**config.mk**
```make
export PLATFORM = sky130hd
export DESIGN_NAME = sound_pwm
export DESIGN_NICKNAME = d
export VERILOG_FILES = /design/src/logic/sound_pwm.sv
export VERILOG_INCLUDE_DIRS = /design/src /design/src/logic
export SDC_FILE = /design/constraint.sdc
export NUM_CORES = 1
export LEC_CHECK = 0
export BUFFER_PORTS_ARGS = -buffer_cell sky130_fd_sc_hd__buf_2
export CELL_PAD_IN_SITES_DETAIL_PLACEMENT = 2
export CELL_PAD_IN_SITES_GLOBAL_PLACEMENT = 2
export CORE_ASPECT_RATIO = 0.7
export CORE_MARGIN = 2
export CORE_UTILIZATION = 35
export CTS_CLUSTER_SIZE = 40
export DETAILED_ROUTE_END_ITERATION = 6
export PLACE_DENSITY_LB_ADDON = 0.1
export RECOVER_POWER = 100
export SYNTH_ARGS = -nofsm -noshare
export SYNTH_HDL_FRONTEND = slang
export SYNTH_SLANG_ARGS = --single-unit
```
**constraint.sdc**
```tcl
create_clock -name clk42 -period 2.65 [get_ports clk42]
set_input_delay 0.1325 -clock clk42 [delete_from_list [all_inputs] [get_ports clk42]]
set_output_delay 0.1325 -clock clk42 [all_outputs]
set_load 0.01 [all_outputs]
```
**src/logic/cart_config.svh**
```systemverilog
/*
 * cartridge build constants
 * i/o port numbers, ram window select, strobe synchronizer depth
 * and the pwm prescale count
 */

`ifndef CART_CONFIG_SVH
`define CART_CONFIG_SVH

// --------------------------------------------------
// i/o ports
// --------------------------------------------------
// gpio register, writes drive gpo and reads return gpi
`define CART_GPIO_PORT 8'h10
// sound level register, read back as written
`define CART_SOUND_PORT 8'h11

// --------------------------------------------------
// memory window
// --------------------------------------------------
// adr[15:14] of the 8000h-bfffh page
`define CART_RAM_PAGE 2'b10
// offset bits inside the window, 16 KB
`define CART_RAM_ADDR_BITS 14

// flops per bus strobe before edge detection
`define CART_SYNC_STAGES 2
// clk42 cycles per pwm phase step, about 1.6 MHz
`define CART_PWM_PRESCALE 27

`endif

```
**src/logic/sound_pwm.sv**
```systemverilog
/*
 * sound output
 * prescaler enable, 8 bit phase counter and a level register
 * reloaded at every period start
 */

`include "cart_config.svh"

module sound_pwm (
	input  logic       clk42,
	input  logic       w_n_reset,
	input  logic [7:0] sound_level,
	output logic       snd
);
	localparam int PRESCALE_W = $clog2(`CART_PWM_PRESCALE);
	localparam logic [PRESCALE_W-1:0] PRESCALE_LAST = PRESCALE_W'(`CART_PWM_PRESCALE - 1);

	logic [PRESCALE_W-1:0] prescale_q;
	logic                  step_en;
	logic [7:0]            phase_q;
	logic [7:0]            level_q;

	// --------------------------------------------------
	// prescaler
	// --------------------------------------------------
	// down counter, one enable per wrap
	always_ff @(posedge clk42) begin
		if (!w_n_reset) begin
			prescale_q <= PRESCALE_LAST;
		end else if (prescale_q == '0) begin
			prescale_q <= PRESCALE_LAST;
		end else begin
			prescale_q <= prescale_q - 1'b1;
		end
	end

	assign step_en = (prescale_q == '0);

	// --------------------------------------------------
	// phase and level
	// --------------------------------------------------
	always_ff @(posedge clk42) begin
		if (!w_n_reset) begin
			phase_q <= 8'h00;
			level_q <= 8'h00;
			snd     <= 1'b0;
		end else begin
			if (step_en) begin
				phase_q <= phase_q + 8'd1;
				// new level only at the wrap, duty constant over a period
				if (phase_q == 8'hff) begin
					level_q <= sound_level;
				end
			end
			// registered compare, glitch free pin
			snd <= (phase_q < level_q);
		end
	end

endmodule
```
==> summary.md <==
| Metric | Value |
|---|---|
| Die Wd | `just over 70 um` |
| Vias per cell | `about 5.2` |
| Critical-path top delay cell | `or4b_1` |
| Site Rows | `16` |
| Placed Area | `about 1200 um2` |
| CTS max path bufs | `2` |
| Sw Pwr | `between 0.0001 and 0.00015 W` |
| Final Util | `0.421` |
| Hold-fix buffers, CTS | `0` |
| ANT cells | `0` |
| Setup TNS Final | `0 ps` |
| Initial antenna violation count | `0` |
| Maximum VDD drop | `0.187 mV` |
| Clock Power Share | `0.345` |
| Flop pwr share | `0.590` |
| Grt ovf | `0` |
| Post-synthesis mux area share | `0.0826` |
| Share of cells above drive strength 1 | `0.107` |
| Maximum fanout along the worst path | `19` |
| Worst setup EP type | `register` |
| Wire per inst | `about 16 um` |
| Simple-Gate Fraction of Synth Area | `0.200` |
| Sw Ratio | `0.222` |
| Post-synthesis cell area | `between 1000 and 1500 um2` |
| Clock Skew | `roughly 6.7 ps` |
| Largest net degree at the start of global routing | `22` |
| TritonCTS clock tree | `yes` |
| First-pass GRT wire length | `4590 um` |
| Cell leakage power | `approximately 0.45 nW` |
| Worst min-delay path startpoint | `sound_level[0]` |
| CP Class | `register to register` |
| I/O pin count | `11` |
| Flops & latches, synth | `22` |
| Die H | `50.7 um` |
| Area grow syn2layout | `11.1%` |
| Xor/xnor cell area share of the yosys netlist | `0.0321` |
| CP cell instances | `inv_1 -> ha_1 -> or4b_1 -> nor4_4 -> clkbuf_2 -> mux2i_1` |
| Via count | `874` |
| # DRC | `0` |
| Synth Area in Compound Gates | `0.106` |
| Detailed-placement wirelength estimate | `~2100 um` |
| TritonCTS Buffers | `3` |
| Post_cts resized | `0` |
| Root buffer cell | `clkbuf_8` |
| Layout filler cell count | `330` |
| Worst-skew pair later-pin latency | `roughly 260 ps` |
| Routed wire length | `2630 um` |
| Final setup fails | `0` |
| Yosys warning count | `0` |
| Worst-margin pin slew | `around 680 ps` |
| I/O Buffers | `10` |
| Vias in the first global route | `approximately 1000` |
| Seq/Total Area, Yosys | `0.404` |
| Reg2reg start | `prescale_q[0]$_SDFF_PP0_` |
| RSZ-0062 raised after global routing | `no` |
| Internal power | `approximately 0.00046 W` |
| Crit-path max cell delay | `~770 ps` |
| CTS clk-pin slew, worst paths | `roughly 70 ps` |
| Fmax achieved | `about 0.44 GHz` |
| Drt initial violations | `14` |
| Post-synth cell types | `27` |
| Synth Flop Type | `dfxtp_1` |
| Worst r2r path cells | `6` |
| Routability-driven placement congestion ratio | `0.724` |
| DRT Pass-1 Iters | `4` |
| Crit path launch type | `register` |
| Initial cell density of the core | `0.378` |
| Mapped Nets | `approximately 140` |
| Post-synthesis instance total | `approximately 120` |
| Final Hold Fails | `0` |
| Synth Area in Adders | `0.115` |
| Design area | `1210 um2` |
| Die area | `roughly 3600 um2` |
| Post-CTS Setup Bufs | `0` |
| Slew HR | `0.548` |
| Bufs and invs on worst path | `2` |
| Crit-path leading delay family | `simple AND/OR/NAND/NOR gates` |
| Worst hold slack | `between 100 and 150 ps` |
| H-tree levels | `1` |
| Status | `complete, no violations` |
| Combinational power share | `0.065` |
| Core Region | `just under 3000 um2` |
| CP Depth | `6` |
| PwrDens | `~480 nW/um2` |
| Final Cycle Share | `0.867` |
| Max Slew Vio Count | `0` |
| Gr usage total | `0.165` |
| CTS Sinks | `22` |
| Nets@finish | `153` |
| Fin worst setup slack | `~350 ps` |
| CP arrival | `2480 ps` |
| Worst Hold Depth | `3` |
| CP startpoint | `prescale_q[0]$_SDFF_PP0_` |
| Maxcap violations | `0` |
| Final ANT Viol Nets | `0` |
| Worst Hold Class | `primary input to register` |
| Mean Syn Cell Area | `roughly 9.0 um2` |
| Post-synth EDFFs | `0` |
| FFs w/ async S/R, synth | `0` |
| Pre-CTS WS | `roughly 440 ps` |
| Main combinational cell family by area after synthesis | `simple AND/OR/NAND/NOR gates` |
| Required time worst endpoint | `2830 ps` |
| Crit path time final | `approximately 2300 ps` |
[registers in the layout (all words and copies together) (netlist names)]
register    flops
prescale_q      5
level_q         8
snd             1
phase_q         8
[worst paths after layout]
check                            end  slack (ps)
max reg2reg  level_q[3]$_SDFFE_PN0P_         350
min          level_q[0]$_SDFFE_PN0P_         120
max          level_q[3]$_SDFFE_PN0P_         350
min reg2reg  level_q[6]$_SDFFE_PN0P_         470
[worst reg2reg max path: stages, from the launching register on]
cell and delay [ps]:
dfxtp_1 340, inv_1 90, ha_1 140, or4b_1 770, nor4_4 350, clkbuf_2 320
mux2i_1 220
[synthesized netlist by cell type, types with 2 or more instances]
cell       n  area share
or3_1      2       0.011
nand2_1   19       0.065
a21oi_1    7       0.032
dfxtp_1   22        0.40
mux2i_1    9       0.083
nor3b_1    2       0.014
ha_1      10        0.11
nand3_1    5       0.023
xnor2_1    3       0.024
clkbuf_1   3       0.010
nor2_1     4       0.014
o21ai_0    3       0.014
o31ai_1    4       0.028
inv_1     12       0.041
or4_1      4       0.028
[layout by cell type (no fill, tap or decap), drive strengths merged, types with 2 or more instances in the layout]
cell,netlist,final
clkbuf,3,5
mux2i,9,9
nand2,19,19
a21oi,7,7
o21ai,3,3
nand3,5,5
o31ai,4,4
or3,2,2
inv,12,12
or4,4,4
nor2,4,4
nor3b,2,2
ha,10,10
xnor2,3,3
dfxtp,22,22
buf,1,9
[metal layers]
| metal | vias up | global-route usage | wire (um) | part of all wire |
|---|---|---|---|---|
| met3 | 2 | 0.0482 | 77 | 0.029 |
| met2 | 10 | 0.276 | 1250 | 0.48 |
| met5 | - | 0 | 0 | 0 |
| met1 | 424 | 0.214 | 1290 | 0.49 |
| li1 | 438 | - | - | - |
| met4 | 0 | 0.0314 | 13 | 0.0049 |
[power by group through the flow]
stage	Combinational [W]	Clock, W	Sequential, W
3_3_place_gp	0.0000360	0	0.000352
2_1_floorplan	0.0000253	0	0.000351
4_1_cts	0.0000395	0.000212	0.000346
3_5_place_dp	0.0000391	0	0.000354
6_report	0.0000383	0.000203	0.000346
5_1_grt	0.0000448	0.000228	0.000347
[final cells by class]
type / instances / area [um2] / area share
Sequential cell: 22 / 440 / 0.363
Multi-Input combinational cell: 82 / 583 / 0.481
Tap cell: 36 / 45.0 / 0.0372
Inverter: 13 / 48.8 / 0.0402
Timing Repair Buffer: 11 / 53.8 / 0.0444
Clock buffer: 3 / 41.3 / 0.0341
[stage by stage]
stage | power, W | std cells
after floorplan | 0.000376 | 121
after global placement | 0.000388 | 164
after detailed placement | 0.000393 | 164
after CTS | 0.000598 | 167
after global routing | 0.000620 | 167
final | 0.000587 | 167
[kinds of logic after synthesis]
logic type / after synthesis
adders and majority gates: 10
DFF: 22
buffers and inverters: 17
muxes: 9
AOI/OAI and AO/OA: 18
and+or+nand+nor: 41
xor gates and xnor gates: 4
Power figures use the tool's default switching activity.
