## src/logic/cart_config.svh

```systemverilog
/*
 * cartridge build constants
 * i/o port numbers, ram window select, strobe synchronizer depth
 * and the pwm prescale count
 */

`ifndef CART_CONFIG_SVH
`define CART_CONFIG_SVH

// --------------------------------------------------
// i/o ports
// --------------------------------------------------
// gpio register, writes drive gpo and reads return gpi
`define CART_GPIO_PORT 8'h10
// sound level register, read back as written
`define CART_SOUND_PORT 8'h11

// --------------------------------------------------
// memory window
// --------------------------------------------------
// adr[15:14] of the 8000h-bfffh page
`define CART_RAM_PAGE 2'b10
// offset bits inside the window, 16 KB
`define CART_RAM_ADDR_BITS 14

// flops per bus strobe before edge detection
`define CART_SYNC_STAGES 2
// clk42 cycles per pwm phase step, about 1.6 MHz
`define CART_PWM_PRESCALE 27

`endif

```

## src/logic/cart_pkg.sv

```systemverilog
/*
 * shared bus types of the cartridge bridge
 * bus_req_t is one decoded msx bus cycle
 * read_resp_t is a device answer to a read request
 */

package cart_pkg;

	// --------------------------------------------------
	// decoded bus cycle
	// --------------------------------------------------
	// read and write are single cycle pulses
	// never both set in one cycle
	typedef struct packed {
		// full z80 address, low byte is the i/o port
		logic [15:0] address;
		// data captured at the write strobe edge
		logic [7:0]  wdata;
		logic        read;
		logic        write;
		// n_iorq was low
		logic        io;
		// n_merq and n_sltsl were low
		logic        memory;
	} bus_req_t;

	// --------------------------------------------------
	// read answer
	// --------------------------------------------------
	// data is zero unless ready is set
	// so all device answers merge with a plain or
	typedef struct packed {
		logic       ready;
		logic [7:0] data;
	} read_resp_t;

endpackage

```

## src/logic/io_ports.sv

```systemverilog
/*
 * i/o port registers
 * port 10h gpio, writes set gpo and reads return gpi
 * port 11h sound level, read and write
 */

`include "cart_config.svh"

module io_ports (
	input  logic                  clk42,
	input  logic                  w_n_reset,
	input  cart_pkg::bus_req_t    req,
	input  logic [7:0]            gpi,
	output cart_pkg::read_resp_t  resp,
	output logic [7:0]            gpo,
	output logic [7:0]            sound_level
);
	logic gpio_hit;
	logic sound_hit;

	// only the low address byte carries the port number
	assign gpio_hit  = req.io & (req.address[7:0] == `CART_GPIO_PORT);
	assign sound_hit = req.io & (req.address[7:0] == `CART_SOUND_PORT);

	// --------------------------------------------------
	// write side
	// --------------------------------------------------
	always_ff @(posedge clk42) begin
		if (!w_n_reset) begin
			gpo         <= 8'h00;
			sound_level <= 8'h00;
		end else if (req.write) begin
			if (gpio_hit) begin
				gpo <= req.wdata;
			end
			if (sound_hit) begin
				sound_level <= req.wdata;
			end
		end
	end

	// --------------------------------------------------
	// read side
	// --------------------------------------------------
	// answer one cycle after the request, zero data otherwise
	always_ff @(posedge clk42) begin
		if (!w_n_reset) begin
			resp <= '0;
		end else if (req.read & gpio_hit) begin
			resp <= '{ready: 1'b1, data: gpi};
		end else if (req.read & sound_hit) begin
			resp <= '{ready: 1'b1, data: sound_level};
		end else begin
			resp <= '0;
		end
	end

endmodule

```

## config.mk

```make
export PLATFORM = sky130hd
export DESIGN_NAME = io_ports
export DESIGN_NICKNAME = d
export VERILOG_FILES = /design/src/logic/cart_pkg.sv /design/src/logic/io_ports.sv
export VERILOG_INCLUDE_DIRS = /design/src /design/src/logic
export SDC_FILE = /design/constraint.sdc
export NUM_CORES = 1
export LEC_CHECK = 0
export CAP_MARGIN = 5
export CORE_MARGIN = 1
export CORE_UTILIZATION = 30
export DETAILED_ROUTE_END_ITERATION = 8
export DONT_BUFFER_PORTS = 1
export PLACE_DENSITY = 0.52
export SETUP_SLACK_MARGIN = 0.3
export SYNTH_ARGS = -nofsm -noshare
export SYNTH_HDL_FRONTEND = slang
export SYNTH_SLANG_ARGS = --single-unit
```

## constraint.sdc

```tcl
create_clock -name clk42 -period 1.67 [get_ports clk42]
set_clock_uncertainty 0.15 [all_clocks]
set_input_delay 0.501 -clock clk42 [delete_from_list [all_inputs] [get_ports clk42]]
set_output_delay 0.501 -clock clk42 [all_outputs]
set_load 0.01 [all_outputs]
```

==> results of run 1 <==
## registers in the layout, summed over array words and instances, names as in the netlist
register,flops
gpo,8
sound_level,8
resp,9
## placed cells by master, fill, tap and decap left out, drive strengths merged
master    netlist  final
dfxtp          25     25
buf             3      3
inv             1      1
nor4b           2      2
clkbuf          3      3
nand4b          1      1
clkinvlp        0      1
mux2i          24     24
nand4           1      1
and4            1      1
nor2            8      8
nand2          24     24
## where the power goes
| part | leakage, nW | switching [mW] | internal (mW) |
|---|---|---|---|
| clock | 0.0139 | 0.178 | 0.0912 |
| combinational | 0.225 | 0.00960 | 0.0156 |
| sequential | 0.217 | 0.000409 | 0.583 |
## per-stage QoR
| stage | hold WS [ns] | instances | worst slack, ns | cell area (sq um) | power (mW) |
|---|---|---|---|---|---|
| global route | 0.120 | 138 | 0.245 | 1110 | 0.931 |
| detailed placement | 0.349 | 134 | 0.0272 | 1030 | 0.636 |
| CTS | 0.140 | 138 | 0.284 | 1090 | 0.902 |
| floorplan | 0.332 | 93 | 0.141 | 975 | 0.644 |
| global placement | 0.346 | 134 | 0.0725 | 1030 | 0.635 |
| finish | 0.159 | 138 | 0.307 | 1110 | 0.878 |
## cell type report
cell class                 count  area, sq um
clock buffer                   3         22.5
tap                           44         55.1
sequential                    25          552
fill                         304         1920
multi-input combinational     61          432
inverter                       1         3.75
timing repair buffer           3         35.0
clock inverter                 1         7.51
## metal layers
| layer | global-route usage, % | vias to the layer above | wire length, um |
|---|---|---|---|
| li1 | - | 311 | - |
| met1 | 16.5 | 289 | 903 |
| met2 | 17.2 | 33 | 754 |
| met3 | 2.86 | 2 | 149 |
| met4 | 4.08 | 0 | 15 |
| met5 | 0 | - | 0 |
## kinds of logic (layout without fill, tap and decap cells)
kind of cell | after synthesis | count (layout) | share of synthesized area, %
muxes | 24 | 24 | 25.3
and+or+nand+nor | 37 | 37 | 18.3
DFF | 25 | 25 | 52.6
buffers and inverters | 7 | 8 | 3.82
## how the worst max path moves through the flow
stage / start / endpoint / slack [ns] / cells past startpoint
global placement: req[15] / sound_level[2] / 0.07 / 4
CTS: sound_level[1] / sound_level[1] / 0.28 / 0
detailed placement: req[15] / sound_level[5] / 0.03 / 4
finish: sound_level[4] / sound_level[4] / 0.31 / 0
global route: sound_level[1] / sound_level[1] / 0.25 / 0
floorplan: req[19] / sound_level[0] / 0.14 / 4
## timing repair
item                       CTS  global route
resized for setup           23            10
pin swaps                    0             0
setup buffers                0             0
setup endpoints to repair   19            25
==> impl_metrics.toml, run 1 <==
[run_status]
status = "completed"

[timing]
finalSetupTns_ns = 0
period_needed_ns = 1.36
slew_violations = 0
hold_violations = 0
rsz0062_at_grt = "yes"
finalCritPeriodShare_pct = 81.6
setup_viol = 0
slew_headroom_pct = 83.5
fmax_ghz = 0.734
worst_pin_slew_ns = 0.246

[global_route]
grt_pass1_vias = 609
grt.total_usage_pct = 11.6
grt_max_degree = 26
grt-ovfl-total = 0
antenna_found_initial = 0
grt_pass1_wl_um = 2890

[logic_synthesis]
yosysUniqueCellTypes = 12
ys_warn_count = 0
ys_seq_elements = 25
synth.most_common_cell = "dfxtp_1"
yosysTopAreaCell = "dfxtp_1"
netlist.area_leader.share_pct = 52.6
synthesis.nets = 131
synth.avg_cell_area_sq_um = 10.2
synth_commonest_cells = "dfxtp_1 (25), mux2i_1 (24), nand2_1 (24)"
synthArstFlopShare_pct = 0
ys.flop_type = "dfxtp_1"
synth-edff-count = 0
synth_area_leaders = "dfxtp_1 (53%), mux2i_1 (25%), nand2_1 (9.5%)"
yosysSeqAreaShare_pct = 52.6
syn_inst = 93
netlist_area_sq_um = 951

[placement]
hpwl_um = 1410
io_buffers = 0
place.gp.congestion = 0.676

[power_and_ir_drop]
p_leak_nw = 0.455
ir_drop_mv = 0.399
power_density_nw_per_um2 = 793

[finish]
final_util_pct = 36.6
area_growth_pct = 16.4
diodes = 0
fin_nets = 133
drive_gt1_share_pct = 36.2

[clock_tree]
clkSlewWorstSetupHoldPaths_ns = 0.14
cts_buffers = 3
cts_tree = "built"
clockRootBuffer = "clkbuf_4"
cts_sinks = 25
h-tree-depth = 1
clockBufferDepth = 2
ctsHoldBuffers = 0
clock_latency_ns = 0.30

[job]
cap_violations = 0

[worst_setup_path]
critical_path.reg2reg.endpoint = "resp[4]"
cp.arrival_ns = 0.71
reg2reg_depth = 2
r2r_slack_ns = 0.85
worstSetupPathType = "reg -> out"
worst_setup_path_end_kind = "primary output"
path_max_fanout = 3
r2r_start = "sound_level[4]"
crit_required_ns = 1.02
worstSetupStartpointType = "flip-flop"

[drt]
firstDrtPassIters = 3
drc = 0
avgViaCountPerCell = 4.60
vias = 635
routed_wl_um = 1820
ant_nets = 0
wl_per_cell_um = 13.2
drt-initial-drc-count = 12

[die]
die_y_um = 58.3
fp.dieW_um = 58.3
ios = 63
die_area_sq_um = 3400
start_util_pct = 31.4
fp.coreArea_sq_um = 3030
rows = 20

[hold_path]
hold-path-endpoint = "sound_level[3]"
worstHoldPathCells = 2
hold_path_class = "in -> reg"
hp-start = "w_n_reset"
(Power assumes the default switching activity.)
==> inputs of run 2 (changes only) <==
Settings changed: PLACE_DENSITY 0.52 to 0.53.
Clock period 1.67 ns to 1.1 ns, I/O delays scaled along.
==> run 2 against run 1 <==
Net effect:
- the flow now finishes with violations (negative hold slack, negative setup slack)
- flip-flop and latch count stayed put
- utilization grew 1.8 points
- via count rose by 1.3%
- die area unchanged
- critical path type unchanged
==> impl_metrics.toml, run 2 (synthesis gave the netlist of run 1 again) <==
[power_and_ir_drop]
ir_drop_mv = 0.273
power_frac_clock_pct = 29.8
seqPwrFrac_pct = 66.7
swShare_pct = 20.7
p_leak_nw = 0.469
power_density_nw_per_um2 = 1140
p_int_mw = 1.05
p_sw_mw = 0.274
power_mw = 1.32
pwr-share-comb_pct = 3.4

[finish]
fillers = 311
reg_top3 = "resp: 9 flops, gpo: 8 flops, sound_level: 8 flops"
top_register = "resp"
largest_reg_flops = 9
final_cell_mix = "nand2_1 (24), mux2i_1 (24), dfxtp_2 (16), dfxtp_4 (9)"
area_growth_pct = 22.1
drive_gt1_share_pct = 44.8
final_cells = 140
fin_nets = 135
diodes = 0

[drt]
drc = 0
routed_wl_um = 1980
avgViaCountPerCell = 4.59
vias = 643
firstDrtPassIters = 4
ant_nets = 0
wl_per_cell_um = 14.1
drt-initial-drc-count = 11

[die]
ios = 63
start_util_pct = 31.4
fp.coreArea_sq_um = 3030
rows = 20
die_y_um = 58.3
fp.dieW_um = 58.3
die_area_sq_um = 3400

[timing]
hold_violations = 2
whs_ns = -0.00150
finalSetupTns_ns = -1.82
setup_ws_ns = -0.0804
finalCritPeriodShare_pct = 107
rsz0062_at_grt = "yes"
setup_viol = 41
period_needed_ns = 1.18
slew_headroom_pct = 81.3
fmax_ghz = 0.847
worst_pin_slew_ns = 0.272
slew_violations = 0

[run_status]
status = "finished with violations"
violations = "negative hold slack, negative setup slack"

[global_route]
grt_pass1_vias = 628
antenna_found_initial = 0
grt_max_degree = 26
grt_pass1_wl_um = 3040
grt.total_usage_pct = 12.2
grt-ovfl-total = 0

[worst_setup_path]
worst_setup_path_end_kind = "primary output"
path_max_fanout = 3
cp.arrival_ns = 0.70
worstSetupStartpointType = "flip-flop"
r2r_start = "sound_level[3]"
startpoint = "sound_level[7]"
crit_required_ns = 0.62
worstSetupPathType = "reg -> out"

[clock_tree]
h-tree-depth = 1
clkSlewWorstSetupHoldPaths_ns = 0.13
clockRootBuffer = "clkbuf_4"
cts_sinks = 25
cts_buffers = 3
clock_latency_ns = 0.30
clockBufferDepth = 2
cts_tree = "built"

[hold_path]
hold_path_class = "in -> reg"
hp-start = "w_n_reset"

[placement]
place.gp.congestion = 0.628
io_buffers = 0
hpwl_um = 1440
dp_cells = 134

[job]
cap_violations = 0
## run 2: cell types whose count changed in the layout (fill, tap and decap cells not counted), sizes merged
cell	delta
clkinvlp	-1
buf	+2
clkbuf	+1
## run 2: path summary, 6_finish.rpt
| kind | end | slack (ns) | cells past startpoint |
|---|---|---|---|
| worst min-delay path | sound_level[5] | -0.001 | 2 |
| worst max-delay path | sound_level[7] | -0.08 | 0 |
| worst max register to register | resp[3] | 0.16 | 2 |
| worst min register to register | gpo[1] | 0.34 | 2 |
## run 2: power groups by stage
stage	sequential (mW)	combinational (mW)	clock [mW]
after floorplan	0.926	0.0519	0
after global placement	0.926	0.0376	0
after detailed placement	0.926	0.0389	0
after CTS	0.888	0.0403	0.422
after global routing	0.884	0.0508	0.488
final	0.883	0.0456	0.395
## run 2: layout make-up
type	instances	area [sq um]	share of cell area, %
multi-input cells	61	464	40.0
repair buffers	5	57.6	4.96
clock buffers	4	26.3	2.26
flip-flops and latches	25	554	47.7
well taps	44	55.1	4.74
inverters	1	3.75	0.323
## run 2: through the flow
stage | instance area, sq um | setup slack (ns) | utilization, %
detailed placement | 1050 | -0.356 | 34.6
finish | 1160 | -0.0804 | 38.3
global route | 1160 | -0.141 | 38.3
global placement | 1050 | -0.315 | 34.6
CTS | 1120 | -0.0977 | 36.9
floorplan | 996 | -0.258 | -
## run 2: repair_timing
action                                  4_1_cts  5_1_grt
resized for setup                            19       11
setup buffers                                 1        1
endpoints found under the setup margin       50       50
endpoints found under the hold margin        15       15
pin swaps                                     3        4
## run 2: routing by layer
metal / share of wire, % / routed length (um) / vias up / track usage [%]
met5: 0 / 0 / - / 0
met4: 0.66 / 13 / 0 / 6.12
met3: 7.1 / 140 / 2 / 3.52
met2: 49 / 961 / 25 / 19.0
met1: 44 / 862 / 300 / 15.4
li1: - / - / 316 / -
==> inputs of run 3 (changes only) <==
==> constraint.sdc (replaced) <==
create_clock -name clk42 -period 1.1 [get_ports clk42]
set_clock_uncertainty 0.15 [all_clocks]
set_input_delay 0.11 -clock clk42 [delete_from_list [all_inputs] [get_ports clk42]]
set_output_delay 0.11 -clock clk42 [all_outputs]
set_load 0.01 [all_outputs]
==> run 3 against run 2 <==
Net effect:
- the flow finishes with violations (negative hold slack)
- non-clock buffer count increased by 6
- fmax is 23% higher
- critical path depth did not move
- via count up 3.4%
- cell count grew 4.3%
- die area unchanged
- count of clock-buffer cells in the layout unchanged
- worst setup slack improved by 0.22 ns
- critical path type unchanged
- largest power group unchanged
==> impl_metrics.toml, run 3 (synthesis gave the netlist of run 1 again) <==
[timing]
finalCritPeriodShare_pct = 87.3
hold_violations = 25
period_needed_ns = 0.961
worst_pin_slew_ns = 0.246
fmax_ghz = 1.04
setup_viol = 0
slew_violations = 0
finalSetupTns_ns = 0
rsz0062_at_grt = "yes"
whs_ns = -0.224
slew_headroom_pct = 83.6

[clock_tree]
clock_latency_ns = 0.30
cts_sinks = 25
cts_buffers = 3
clockBufferDepth = 2
h-tree-depth = 1
clockRootBuffer = "clkbuf_4"
clkSlewWorstSetupHoldPaths_ns = 0.12
cts_tree = "built"
ctsHoldBuffers = 8

[worst_setup_path]
crit_required_ns = 0.84
worstSetupStartpointType = "flip-flop"
cp.arrival_ns = 0.70
path_max_fanout = 3
r2r_start = "sound_level[1]"
worst_setup_path_end_kind = "primary output"
startpoint = "sound_level[7]"
worstSetupPathType = "reg -> out"

[global_route]
grt-ovfl-total = 0
grt_pass1_wl_um = 3020
grt_max_degree = 26
antenna_found_initial = 0
grt.total_usage_pct = 12.0
grt_pass1_vias = 648

[drt]
vias = 665
drc = 0
routed_wl_um = 1980
ant_nets = 0
avgViaCountPerCell = 4.55
wl_per_cell_um = 13.5
firstDrtPassIters = 5
drt-initial-drc-count = 12

[finish]
final_cell_mix = "nand2_1 (24), mux2i_1 (24), dfxtp_2 (17)"
area_growth_pct = 25.1
diodes = 0
multi_input_area_sq_um = 434
fillers = 292
drive_gt1_share_pct = 33.3
top_register = "resp"
regArea_sq_um = 552
fin_nets = 141
largest_reg_flops = 9
reg_top3 = "resp: 9 flops, gpo: 8 flops, sound_level: 8 flops"

[hold_path]
hp-start = "w_n_reset"
hold_path_class = "in -> reg"

[placement]
hpwl_um = 1410
place.gp.congestion = 0.655
io_buffers = 0

[power_and_ir_drop]
p_leak_nw = 0.489
power_density_nw_per_um2 = 1130
power_mw = 1.34
ir_drop_mv = 0.377

[die]
fp.coreArea_sq_um = 3030
start_util_pct = 31.4
ios = 63
rows = 20
die_area_sq_um = 3400
fp.dieW_um = 58.3
die_y_um = 58.3

[run_status]
violations = "negative hold slack"
status = "finished with violations"

[job]
cap_violations = 0
## run 3: layer usage
layer  up-vias  part of all wire [%]  GRT usage [%]
li1        326                     -              -
met1       317                    46           15.2
met2        22                    50           19.2
met3         0                   3.9           1.98
met4         0                     0           7.14
met5         -                     0              0
## run 3: worst paths after layout
path,to,slack [ns],cells past startpoint
worst max-delay path,sound_level[7],0.14,0
worst min register to register,gpo[2],0.34,2
worst max register to register,resp[1],0.28,2
worst min-delay path,sound_level[1],-0.22,2
## run 3: timing repair
item / in CTS / in global routing
gates resized for setup: 33 / 2
pin swaps: 9 / 1
setup buffers: 0 / 0
endpoints found under the hold margin: 25 / 25
endpoints found under the setup margin: 47 / 49
## run 3: cell type report
cell class / count / share of cell area, %
Timing Repair Buffer: 11 / 9.99
Sequential cell: 25 / 46.4
Tap cell: 44 / 4.63
Inverter: 1 / 0.315
Multi-Input combinational cell: 61 / 36.5
Clock buffer: 4 / 2.21
## run 3: through the flow
stage	area [sq um]	utilization [%]	setup WS, ns	cells
6_report	1190	39.3	0.139	146
5_1_grt	1190	39.3	0.101	146
4_1_cts	1180	39.1	0.117	146
3_5_place_dp	1030	33.9	-0.130	134
3_3_place_gp	1030	33.9	-0.107	134
2_1_floorplan	975	-	-0.0381	93
## run 3: power breakdown
part	total (mW)	internal (mW)	switching, mW
clock	0.393	0.141	0.251
combinational	0.0628	0.0427	0.0201
sequential	0.886	0.885	0.000604
total	1.34	1.07	0.272
