## src/logic/cart_config.svh

```systemverilog
/*
 * cartridge build constants
 * i/o port numbers, ram window select, strobe synchronizer depth
 * and the pwm prescale count
 */

`ifndef CART_CONFIG_SVH
`define CART_CONFIG_SVH

// --------------------------------------------------
// i/o ports
// --------------------------------------------------
// gpio register, writes drive gpo and reads return gpi
`define CART_GPIO_PORT 8'h10
// sound level register, read back as written
`define CART_SOUND_PORT 8'h11

// --------------------------------------------------
// memory window
// --------------------------------------------------
// adr[15:14] of the 8000h-bfffh page
`define CART_RAM_PAGE 2'b10
// offset bits inside the window, 16 KB
`define CART_RAM_ADDR_BITS 14

// flops per bus strobe before edge detection
`define CART_SYNC_STAGES 2
// clk42 cycles per pwm phase step, about 1.6 MHz
`define CART_PWM_PRESCALE 27

`endif

```

## src/logic/cart_pkg.sv

```systemverilog
/*
 * shared bus types of the cartridge bridge
 * bus_req_t is one decoded msx bus cycle
 * read_resp_t is a device answer to a read request
 */

package cart_pkg;

	// --------------------------------------------------
	// decoded bus cycle
	// --------------------------------------------------
	// read and write are single cycle pulses
	// never both set in one cycle
	typedef struct packed {
		// full z80 address, low byte is the i/o port
		logic [15:0] address;
		// data captured at the write strobe edge
		logic [7:0]  wdata;
		logic        read;
		logic        write;
		// n_iorq was low
		logic        io;
		// n_merq and n_sltsl were low
		logic        memory;
	} bus_req_t;

	// --------------------------------------------------
	// read answer
	// --------------------------------------------------
	// data is zero unless ready is set
	// so all device answers merge with a plain or
	typedef struct packed {
		logic       ready;
		logic [7:0] data;
	} read_resp_t;

endpackage

```

## src/logic/read_response.sv

```systemverilog
/*
 * read data return path
 * or-merge of device answers, data latch and bus drive enable
 * held until the synchronized read strobe ends
 */

module read_response (
	input  logic                  clk42,
	input  logic                  w_n_reset,
	input  cart_pkg::read_resp_t  gpio_resp,
	input  cart_pkg::read_resp_t  ram_resp,
	input  logic                  rd_active,
	output logic [7:0]            data_out,
	output logic                  is_output
);
	logic       any_ready;
	logic [7:0] merged_data;

	// --------------------------------------------------
	// merge
	// --------------------------------------------------
	// idle devices hold zero data
	assign any_ready   = gpio_resp.ready | ram_resp.ready;
	assign merged_data = gpio_resp.data | ram_resp.data;

	// --------------------------------------------------
	// bus drive
	// --------------------------------------------------
	// release as soon as n_rd is seen high again
	always_ff @(posedge clk42) begin
		if (!w_n_reset) begin
			data_out  <= 8'h00;
			is_output <= 1'b0;
		end else if (!rd_active) begin
			data_out  <= 8'h00;
			is_output <= 1'b0;
		end else if (any_ready) begin
			// latched value stays until the strobe ends
			data_out  <= merged_data;
			is_output <= 1'b1;
		end
	end

endmodule

```

## config.mk

```make
export PLATFORM = sky130hd
export DESIGN_NAME = read_response
export DESIGN_NICKNAME = d
export VERILOG_FILES = /design/src/logic/cart_config.svh /design/src/logic/cart_pkg.sv /design/src/logic/read_response.sv
export SDC_FILE = /design/constraint.sdc
export NUM_CORES = 1
export LEC_CHECK = 0
export BUFFER_PORTS_ARGS = -buffer_cell sky130_fd_sc_hd__buf_2
export CAP_MARGIN = 10
export CORE_AREA = 2 2 39 41
export DETAILED_ROUTE_END_ITERATION = 16
export DIE_AREA = 0 0 41 43
export GPL_TIMING_DRIVEN = 1
export PLACE_DENSITY = 0.72
export SYNTH_ARGS = -nofsm -noshare
export SYNTH_HDL_FRONTEND = slang
export SYNTH_SLANG_ARGS = --single-unit
```

## constraint.sdc

```tcl
create_clock -name clk42 -period 0.8 [get_ports clk42]
set_input_delay 0.08 -clock clk42 [delete_from_list [all_inputs] [get_ports clk42]]
set_output_delay 0.08 -clock clk42 [all_outputs]
set_load 0.02 [all_outputs]
```

==> run_results.csv, run 1 <==
group,metric,value,unit
setup_path,critPathTopFamily,"flip-flops",
routing,drt_drc_violations_left,0,
setup_path,cp_data_required_time,0.72,ns
setup_path,crit_slowest_cell,"dfxtp_2",
cells_and_area,drive_gt1_share,74.67,%
logic_synthesis,avgSynthCellArea,9.916,um^2
timing,hold_violations,0,
routing,wire_per_inst,10.98,um
setup_path,crit_buf_inv,1,
logic_synthesis,async_flop_share,0,%
placed_design,post-place-ws,-0.08352,ns
timing,fin_tns_setup,0,ns
worst_hold_path,worstHoldStart,"gpio_resp[4]",
global_route,antenna_found_initial,0,
die,dieArea,0.001763,mm^2
timing,worst_hold_slack,0.1333,ns
logic_synthesis,yosys.area.top_type,"dfxtp_1",
die,die_w,41,um
logic_synthesis,syn_area,396.6,um^2
setup_path,crit_start,"data_out[3]",
setup_path,slowest_delay,0.34,ns
logic_synthesis,ys_ff_latch,9,
timing,worst-slew-pin-transition,0.4075,ns
global_route,grt_pass1_wl,1593,um
setup_path,critPathMaxFanout,2,
placed_design,hpwl,746.5,um
logic_synthesis,synthTopCellsByCount,"dfxtp_1 (9), nor2_1 (9), nor3_1 (9), a211oi_2 (8), buf_6 (2)",
timing,period_share,99.51,%
clocking,clock_latency,0.26,ns
clocking,clkSinkCount,9,
setup_path,endpoint_kind,"primary output",
routing,wl,999,um
logic_synthesis,synth_top_area_share,45.43,%
clocking,cts-htree-levels,1,
cells_and_area,instances_no_fill,91,
clocking,clk_pin_slew,0.06,ns
timing,final.setup.worst_slack,0.003952,ns
clocking,cts_made_buffers,3,
timing,grt_setup_unrepaired,"true",
routing,firstDrtPassIters,3,
timing,slew_headroom,72.83,%
clocking,clock_path_buffers,2,
die,rows,14,
run,drv_cap,0,
power,pwr_density_cell,1615,mW/mm^2
setup_path,crit_arrival,0.72,ns
die,initial_utilization,28.66,%
setup_path,r2r_start,"data_out[6]",
logic_synthesis,synth.area.top_cells,"dfxtp_1 (45%), a211oi_2 (25%), nor3_1 (11%), nor2_1 (8.5%), buf_6 (5.7%)",
cells_and_area,syn_to_final_growth,70.35,%
power,leakage,0.3038,nW
logic_synthesis,synth_edf_count,0,
logic_synthesis,yosysSeqAreaShare,45.43,%
power,finalPower,1.091,mW
setup_path,startpoint_type,"flip-flop",
placed_design,portBuffers,29,
logic_synthesis,ys_types,8,
clocking,root_buffer,"clkbuf_4",
logic_synthesis,synth_cells,40,
global_route,grtUsageTotal,13.71,%
cells_and_area,diodes,0,
logic_synthesis,syn-num-nets,61,
routing,final_antenna_net_count,0,
clocking,cts_tree,"done",
die,die_h,43,um
setup_path,path_cells,"buf_6",
timing,drv_slew,0,
logic_synthesis,ys.flop_type,"dfxtp_1",
placed_design,place.gp.congestion,0.6393,
timing,setup_viol,0,
timing,fmax,1256,MHz
routing,drt_iter0_drc,2,
outcome,status,"complete, no violations",
worst_hold_path,hp-class,"in -> reg",
timing,fin_crit,0.7960,ns
timing,clock_skew,0,ns
logic_synthesis,yosysWarnings,0,
placed_design,dpl.cell_count,87,
global_route,gr-total-overflow,0,
power,vdd_drop_max,0.8462,mV
cells_and_area,layout.nets,97,
routing,vias,414,
setup_path,worstSetupPathType,"reg -> out",
global_route,grt_max_degree,10,
routing,vias_per_cell,4.549,
die,io_pins,30,
die,coreArea,0.001384,mm^2
global_route,grt_pass1_vias,397,
clocking,post_cts_buffers,0,
[path summary, 6_finish.rpt]
kind	cells after the start	slack [ns]	endpoint
setup / recovery	1	0.004	data_out[3]
hold / removal	3	0.13	data_out[4]
setup reg to reg	2	0.04	data_out[6]
hold reg to reg	2	0.50	is_output
[timing repair]
action / CTS / global route
hold buffers: 0 / 0
endpoints found under the setup margin: 9 / 12
pin swaps: 0 / 0
cloned: 0 / 0
hold endpoints to repair: 0 / 0
gates resized for setup: 27 / 2
[per-layer routing]
layer	vias to the layer above	track usage, %	wire length [um]
met5	-	0	0
met4	0	8.000	0
met3	0	3.141	69
met2	13	19.38	540
met1	188	18.24	388
li1	213	-	-
[registers in the layout (all words and copies together), names as in the netlist]
signal and flops:
data_out 8, is_output 1
[cell usage in the layout (no fill, tap or decap)]
master,instances
buf_2,20
buf_4,5
buf_6,9
nor3_2,2
or2_1,1
clkbuf_1,1
dfxtp_2,9
clkbuf_4,3
a211oi_2,8
nor2_1,9
nand2_1,1
nor3_1,7
[logic make-up (layout without fill, tap and decap cells)]
logic type / Yosys count / in the layout / share of synthesized area, %
buf+inv: 3 / 38 / 6.938
compound gates: 8 / 8 / 25.24
simple gates: 20 / 20 / 22.40
flops: 9 / 9 / 45.43
[where the power goes]
part / switching [mW] / internal [mW] / total (mW)
combinational: 0.116 / 0.128 / 0.244
clock: 0.158 / 0.192 / 0.350
sequential: 0.0183 / 0.479 / 0.498
[area by class of cell]
| cell class | instances | area [um^2] |
|---|---|---|
| multi-input cells | 28 | 198.9 |
| fillers | 135 | 708.2 |
| repair buffers | 34 | 239.0 |
| flip-flops and latches | 9 | 191.4 |
| clock buffers | 4 | 26.28 |
| well taps | 16 | 20.02 |
[stage by stage]
step / utilization, % / area (um^2)
floorplan: - / 402.9
global placement: 41.32 / 571.8
detailed placement: 41.32 / 571.8
CTS: 48.10 / 665.6
global route: 48.82 / 675.6
finish: 48.82 / 675.6
Power figures use the tool's default switching activity.
==> run 2, diff against run 1 <==
--- a/config.mk
+++ b/config.mk
@@ -11,7 +11,7 @@
 export DETAILED_ROUTE_END_ITERATION = 16
 export DIE_AREA = 0 0 41 43
 export GPL_TIMING_DRIVEN = 1
-export PLACE_DENSITY = 0.72
+export PLACE_DENSITY = 0.65
 export SYNTH_ARGS = -nofsm -noshare
 export SYNTH_HDL_FRONTEND = slang
 export SYNTH_SLANG_ARGS = --single-unit
==> run 2 against run 1 <==
  * Cell area shrank 2.2%
  * Sequential power about the same
  * Critical endpoint is now data_out[6]
  * Power shrank 1.5%
==> run_results.csv, run 2 (synthesis results as in run 1) <==
group,metric,value,unit
outcome,status,"complete, no violations",
die,initial_utilization,28.66,%
timing,final.setup.worst_slack,0.01230,ns
setup_path,critPathTopFamily,"flip-flops",
global_route,grt_pass1_vias,374,
routing,vias,404,
placed_design,post-place-ws,-0.08383,ns
cells_and_area,syn_to_final_growth,66.56,%
clocking,root_buffer,"clkbuf_4",
cells_and_area,largest_reg_flops,8,
global_route,grt_pass1_wl,1428,um
cells_and_area,final_cell_mix,"buf_2 (20), nor2_1 (9), dfxtp_2 (9), buf_6 (9), a211oi_2 (8)",
clocking,clkSinkCount,9,
clocking,clock_latency,0.26,ns
die,rows,14,
timing,setup_viol,0,
setup_path,cp_data_required_time,0.72,ns
setup_path,crit_slowest_cell,"dfxtp_2",
routing,final_antenna_net_count,0,
clocking,ctsHoldBuffers,0,
routing,drt_iter0_drc,2,
cells_and_area,layout.nets,95,
power,leakage,0.2949,nW
setup_path,slowest_delay,0.34,ns
clocking,clk_pin_slew,0.06,ns
clocking,cts_tree,"done",
timing,fin_tns_setup,0,ns
die,die_h,43,um
setup_path,r2r_setup_slack,0.04,ns
routing,firstDrtPassIters,2,
routing,wl,897,um
die,coreArea,0.001384,mm^2
timing,slew_headroom,71.46,%
clocking,cts_made_buffers,3,
setup_path,path_cells,"buf_6",
global_route,antenna_found_initial,0,
timing,fmax,1270,MHz
routing,wire_per_inst,10.08,um
setup_path,critPathMaxFanout,2,
cells_and_area,drive_gt1_share,73.97,%
power,pwr_density_cell,1627,mW/mm^2
timing,fin_crit,0.7877,ns
timing,worst-slew-pin-transition,0.4281,ns
clocking,clock_path_buffers,2,
cells_and_area,reg.largest.list,"data_out: 8 flops, is_output: 1 flops",
setup_path,crit_buf_inv,1,
setup_path,worstSetupPathType,"reg -> out",
global_route,gr-total-overflow,0,
die,io_pins,30,
routing,vias_per_cell,4.539,
placed_design,place.gp.congestion,0.6340,
power,vdd_drop_max,0.8815,mV
setup_path,startpoint_type,"flip-flop",
cells_and_area,postLayoutCellArea,660.6,um^2
worst_hold_path,hp-class,"in -> reg",
routing,drt_drc_violations_left,0,
global_route,grtUsageTotal,12.07,%
placed_design,portBuffers,29,
cells_and_area,diodes,0,
run,drv_cap,0,
timing,grt_setup_unrepaired,"true",
cells_and_area,layout_commonest_cell,"buf_2",
global_route,grt_max_degree,10,
timing,drv_slew,0,
timing,clock_skew,0,ns
clocking,cts-htree-levels,1,
setup_path,crit_arrival,0.71,ns
placed_design,dpl_cell_area,556.8,um^2
cells_and_area,largest_register,"data_out",
setup_path,endpoint_kind,"primary output",
timing,hold_violations,0,
die,die_w,41,um
timing,period_share,98.46,%
die,dieArea,0.001763,mm^2
run 2: cell types whose count changed in the layout (fill, tap and decap cells not counted), sizes merged:
| cell | previous run | this run |
|---|---|---|
| buf | 34 | 32 |
run 2: worst paths after layout:
kind | startpoint | cells after the start | endpoint
worst min register to register | is_output | 2 | is_output
worst max register to register | data_out[4] | 2 | data_out[4]
worst min-delay path | gpio_resp[2] | 3 | data_out[2]
worst max-delay path | data_out[6] | 1 | data_out[6]
run 2: power by group:
part           total [mW]  switching (mW)  internal [mW]
registers           0.498          0.0182          0.480
clock network       0.342           0.150          0.192
logic               0.235           0.114          0.122
total                1.07           0.282          0.793
run 2: routing by layer:
layer	global-route usage, %	share of wire [%]
met1	13.92	46
met2	17.50	46
met3	4.712	8.1
met4	8.000	0
met5	0	0
run 2: layout make-up:
class                      count  area (um^2)
multi-input combinational     28        198.9
clock buffer                   4        26.28
sequential                     9        191.4
tap                           16        20.02
timing repair buffer          32        224.0
fill                         138        723.2
run 2: repair_timing:
action | in CTS | in global routing
setup buffers | 0 | 0
hold endpoints to repair | 0 | 0
endpoints found under the setup margin | 9 | 12
resized for setup | 27 | 2
pin swaps | 0 | 0
run 2: through the flow:
step                utilization [%]  instances  power, mW  hold slack (ns)
floorplan                         -         40     0.6199           0.3043
global placement              40.24         85     0.6955           0.4177
detailed placement            40.24         85     0.6994           0.4118
CTS                           47.02         89      1.083           0.1340
global route                  47.74         89      1.144           0.1378
finish                        47.74         89      1.075           0.1352
==> run 3, diff against run 2 <==
--- a/config.mk
+++ b/config.mk
@@ -7,11 +7,12 @@
 export LEC_CHECK = 0
 export BUFFER_PORTS_ARGS = -buffer_cell sky130_fd_sc_hd__buf_2
 export CAP_MARGIN = 10
-export CORE_AREA = 2 2 39 41
+export CELL_PAD_IN_SITES_DETAIL_PLACEMENT = 1
+export CELL_PAD_IN_SITES_GLOBAL_PLACEMENT = 2
+export CORE_UTILIZATION = 17
 export DETAILED_ROUTE_END_ITERATION = 16
-export DIE_AREA = 0 0 41 43
 export GPL_TIMING_DRIVEN = 1
-export PLACE_DENSITY = 0.65
+export PLACE_DENSITY_LB_ADDON = 0.1
 export SYNTH_ARGS = -nofsm -noshare
 export SYNTH_HDL_FRONTEND = slang
 export SYNTH_SLANG_ARGS = --single-unit
==> run 3 against run 2 <==
  * Worst setup slack lost 0.0081 ns
  * Via count rose by 5.4%
  * Largest power group unchanged
  * Critical path depth is the same
  * Clock-buffer cell count stayed put
==> run_results.csv, run 3 (synthesis results as in run 1) <==
group,metric,value,unit
setup_path,crit_buf_inv,1,
cells_and_area,final_cell_mix,"buf_2 (20), nor2_1 (9), dfxtp_2 (9), buf_6 (9)",
timing,slew_headroom,71.19,%
clocking,clock_path_buffers,2,
global_route,gr-total-overflow,0,
cells_and_area,filler_cell_count,266,
outcome,status,"complete, no violations",
power,net-switching-power,0.3004,mW
global_route,grt_pass1_vias,448,
routing,vias,426,
clocking,clock_latency,0.25,ns
cells_and_area,layout_commonest_cell,"buf_2",
setup_path,crit_cells,1,
clocking,cts-htree-levels,1,
power,leakage,0.2988,nW
routing,vias_per_cell,4.218,
power,combPwrFrac,22.1,%
routing,firstDrtPassIters,4,
die,initial_utilization,17.93,%
cells_and_area,multi_input_area,193.9,um^2
setup_path,crit_arrival,0.72,ns
power,internal_power,0.7992,mW
placed_design,place.gp.congestion,0.6620,
setup_path,critPathMaxFanout,2,
global_route,grt_pass1_wl,1911,um
cells_and_area,reg.largest.list,"data_out: 8 flops, is_output: 1 flops",
setup_path,cp_data_required_time,0.72,ns
setup_path,reg2regPathDepth,2,
power,clockPowerShare,32.6,%
power,pwr-share-seq,45.3,%
power,pwr_density_cell,1610,mW/mm^2
routing,wire_per_inst,10.89,um
cells_and_area,largest_register,"data_out",
setup_path,endpoint_kind,"primary output",
timing,hold_violations,0,
die,die_w,50.30,um
run,drv_cap,0,
die,die_h,50.30,um
routing,final_antenna_net_count,0,
timing,fin_crit,0.7958,ns
clocking,ctsHoldBuffers,0,
setup_path,critPathTopFamily,"flip-flops",
power,vdd_drop_max,0.6533,mV
clocking,root_buffer,"clkbuf_4",
cells_and_area,drive_gt1_share,72.60,%
clocking,cts_made_buffers,3,
worst_hold_path,hp-class,"in -> reg",
clocking,clkSinkCount,9,
setup_path,crit_slowest_cell,"dfxtp_2",
power,switching_share,27.32,%
timing,worst-slew-pin-transition,0.4321,ns
setup_path,slowest_delay,0.34,ns
cells_and_area,diodes,0,
clocking,cts_tree,"done",
global_route,grt_max_degree,10,
die,dieArea,0.002530,mm^2
setup_path,startpoint_type,"flip-flop",
timing,clock_skew,0,ns
setup_path,path_cells,"buf_6",
global_route,grtUsageTotal,10.08,%
routing,drt_drc_violations_left,0,
worst_hold_path,min_path_cells,3,
die,rows,17,
timing,grt_setup_unrepaired,"true",
timing,drv_slew,0,
cells_and_area,ff_latch_area,191.4,um^2
routing,wl,1100,um
global_route,antenna_found_initial,0,
die,io_pins,30,
cells_and_area,layout.nets,95,
cells_and_area,largest_reg_flops,8,
placed_design,hpwl,810,um
timing,fmax,1257,MHz
timing,worst_hold_slack,0.1291,ns
die,coreArea,0.002212,mm^2
clocking,clk_pin_slew,0.07,ns
routing,drt_iter0_drc,1,
timing,setup_viol,0,
cells_and_area,instances_no_fill,101,
placed_design,dpl.cell_count,97,
cells_and_area,syn_to_final_growth,72.24,%
placed_design,portBuffers,29,
timing,period_share,99.47,%
setup_path,worstSetupPathType,"reg -> out",
-- run 3: changes by cell type in the layout (fill, tap and decap cells not counted) --
cell    delta
nor3_1     +1
buf_4      -1
nor3_2     -1
buf_12     +1
-- run 3: area by class of cell --
type | instances | area share [%]
timing repair buffer | 32 | 34.62
sequential | 9 | 28.02
tap | 28 | 5.128
clock buffer | 4 | 3.846
multi-input combinational | 28 | 28.39
-- run 3: power by group through the flow --
stage	combinational (mW)	sequential, mW	clock (mW)
3_3_place_gp	0.214	0.497	0
2_1_floorplan	0.0917	0.528	0
3_5_place_dp	0.217	0.497	0
4_1_cts	0.247	0.498	0.383
5_1_grt	0.264	0.501	0.395
6_report	0.243	0.498	0.359
-- run 3: path summary, 6_finish.rpt --
path | from | end | slack [ns]
setup / recovery | data_out[5] | data_out[5] | 0.004
hold / removal | gpio_resp[4] | data_out[4] | 0.13
setup reg to reg | data_out[6] | data_out[6] | 0.03
hold reg to reg | is_output | is_output | 0.50
-- run 3: routing by layer --
layer	track usage, %	routed length, um
met5	0	0
met3	2.424	76
met4	5.556	0
met1	11.48	480
met2	17.11	543
-- run 3: through the flow --
stage	cell area, um^2	total power [mW]	worst slack, ns	TNS (ns)	utilization, %
5_1_grt	683.2	1.160	-0.02914	-0.1383	30.88
2_1_floorplan	402.9	0.6199	0.01120	0	-
3_3_place_gp	584.3	0.7113	-0.09803	-0.6583	26.41
6_report	683.2	1.100	0.004205	0	30.88
3_5_place_dp	584.3	0.7134	-0.1215	-0.8450	26.41
4_1_cts	678.2	1.128	-0.005018	-0.01430	30.66
-- run 3: repair_timing --
action	CTS	global route
pin swaps	0	0
endpoints found under the setup margin	9	10
buffers inserted	0	0
gates resized for setup	27	1
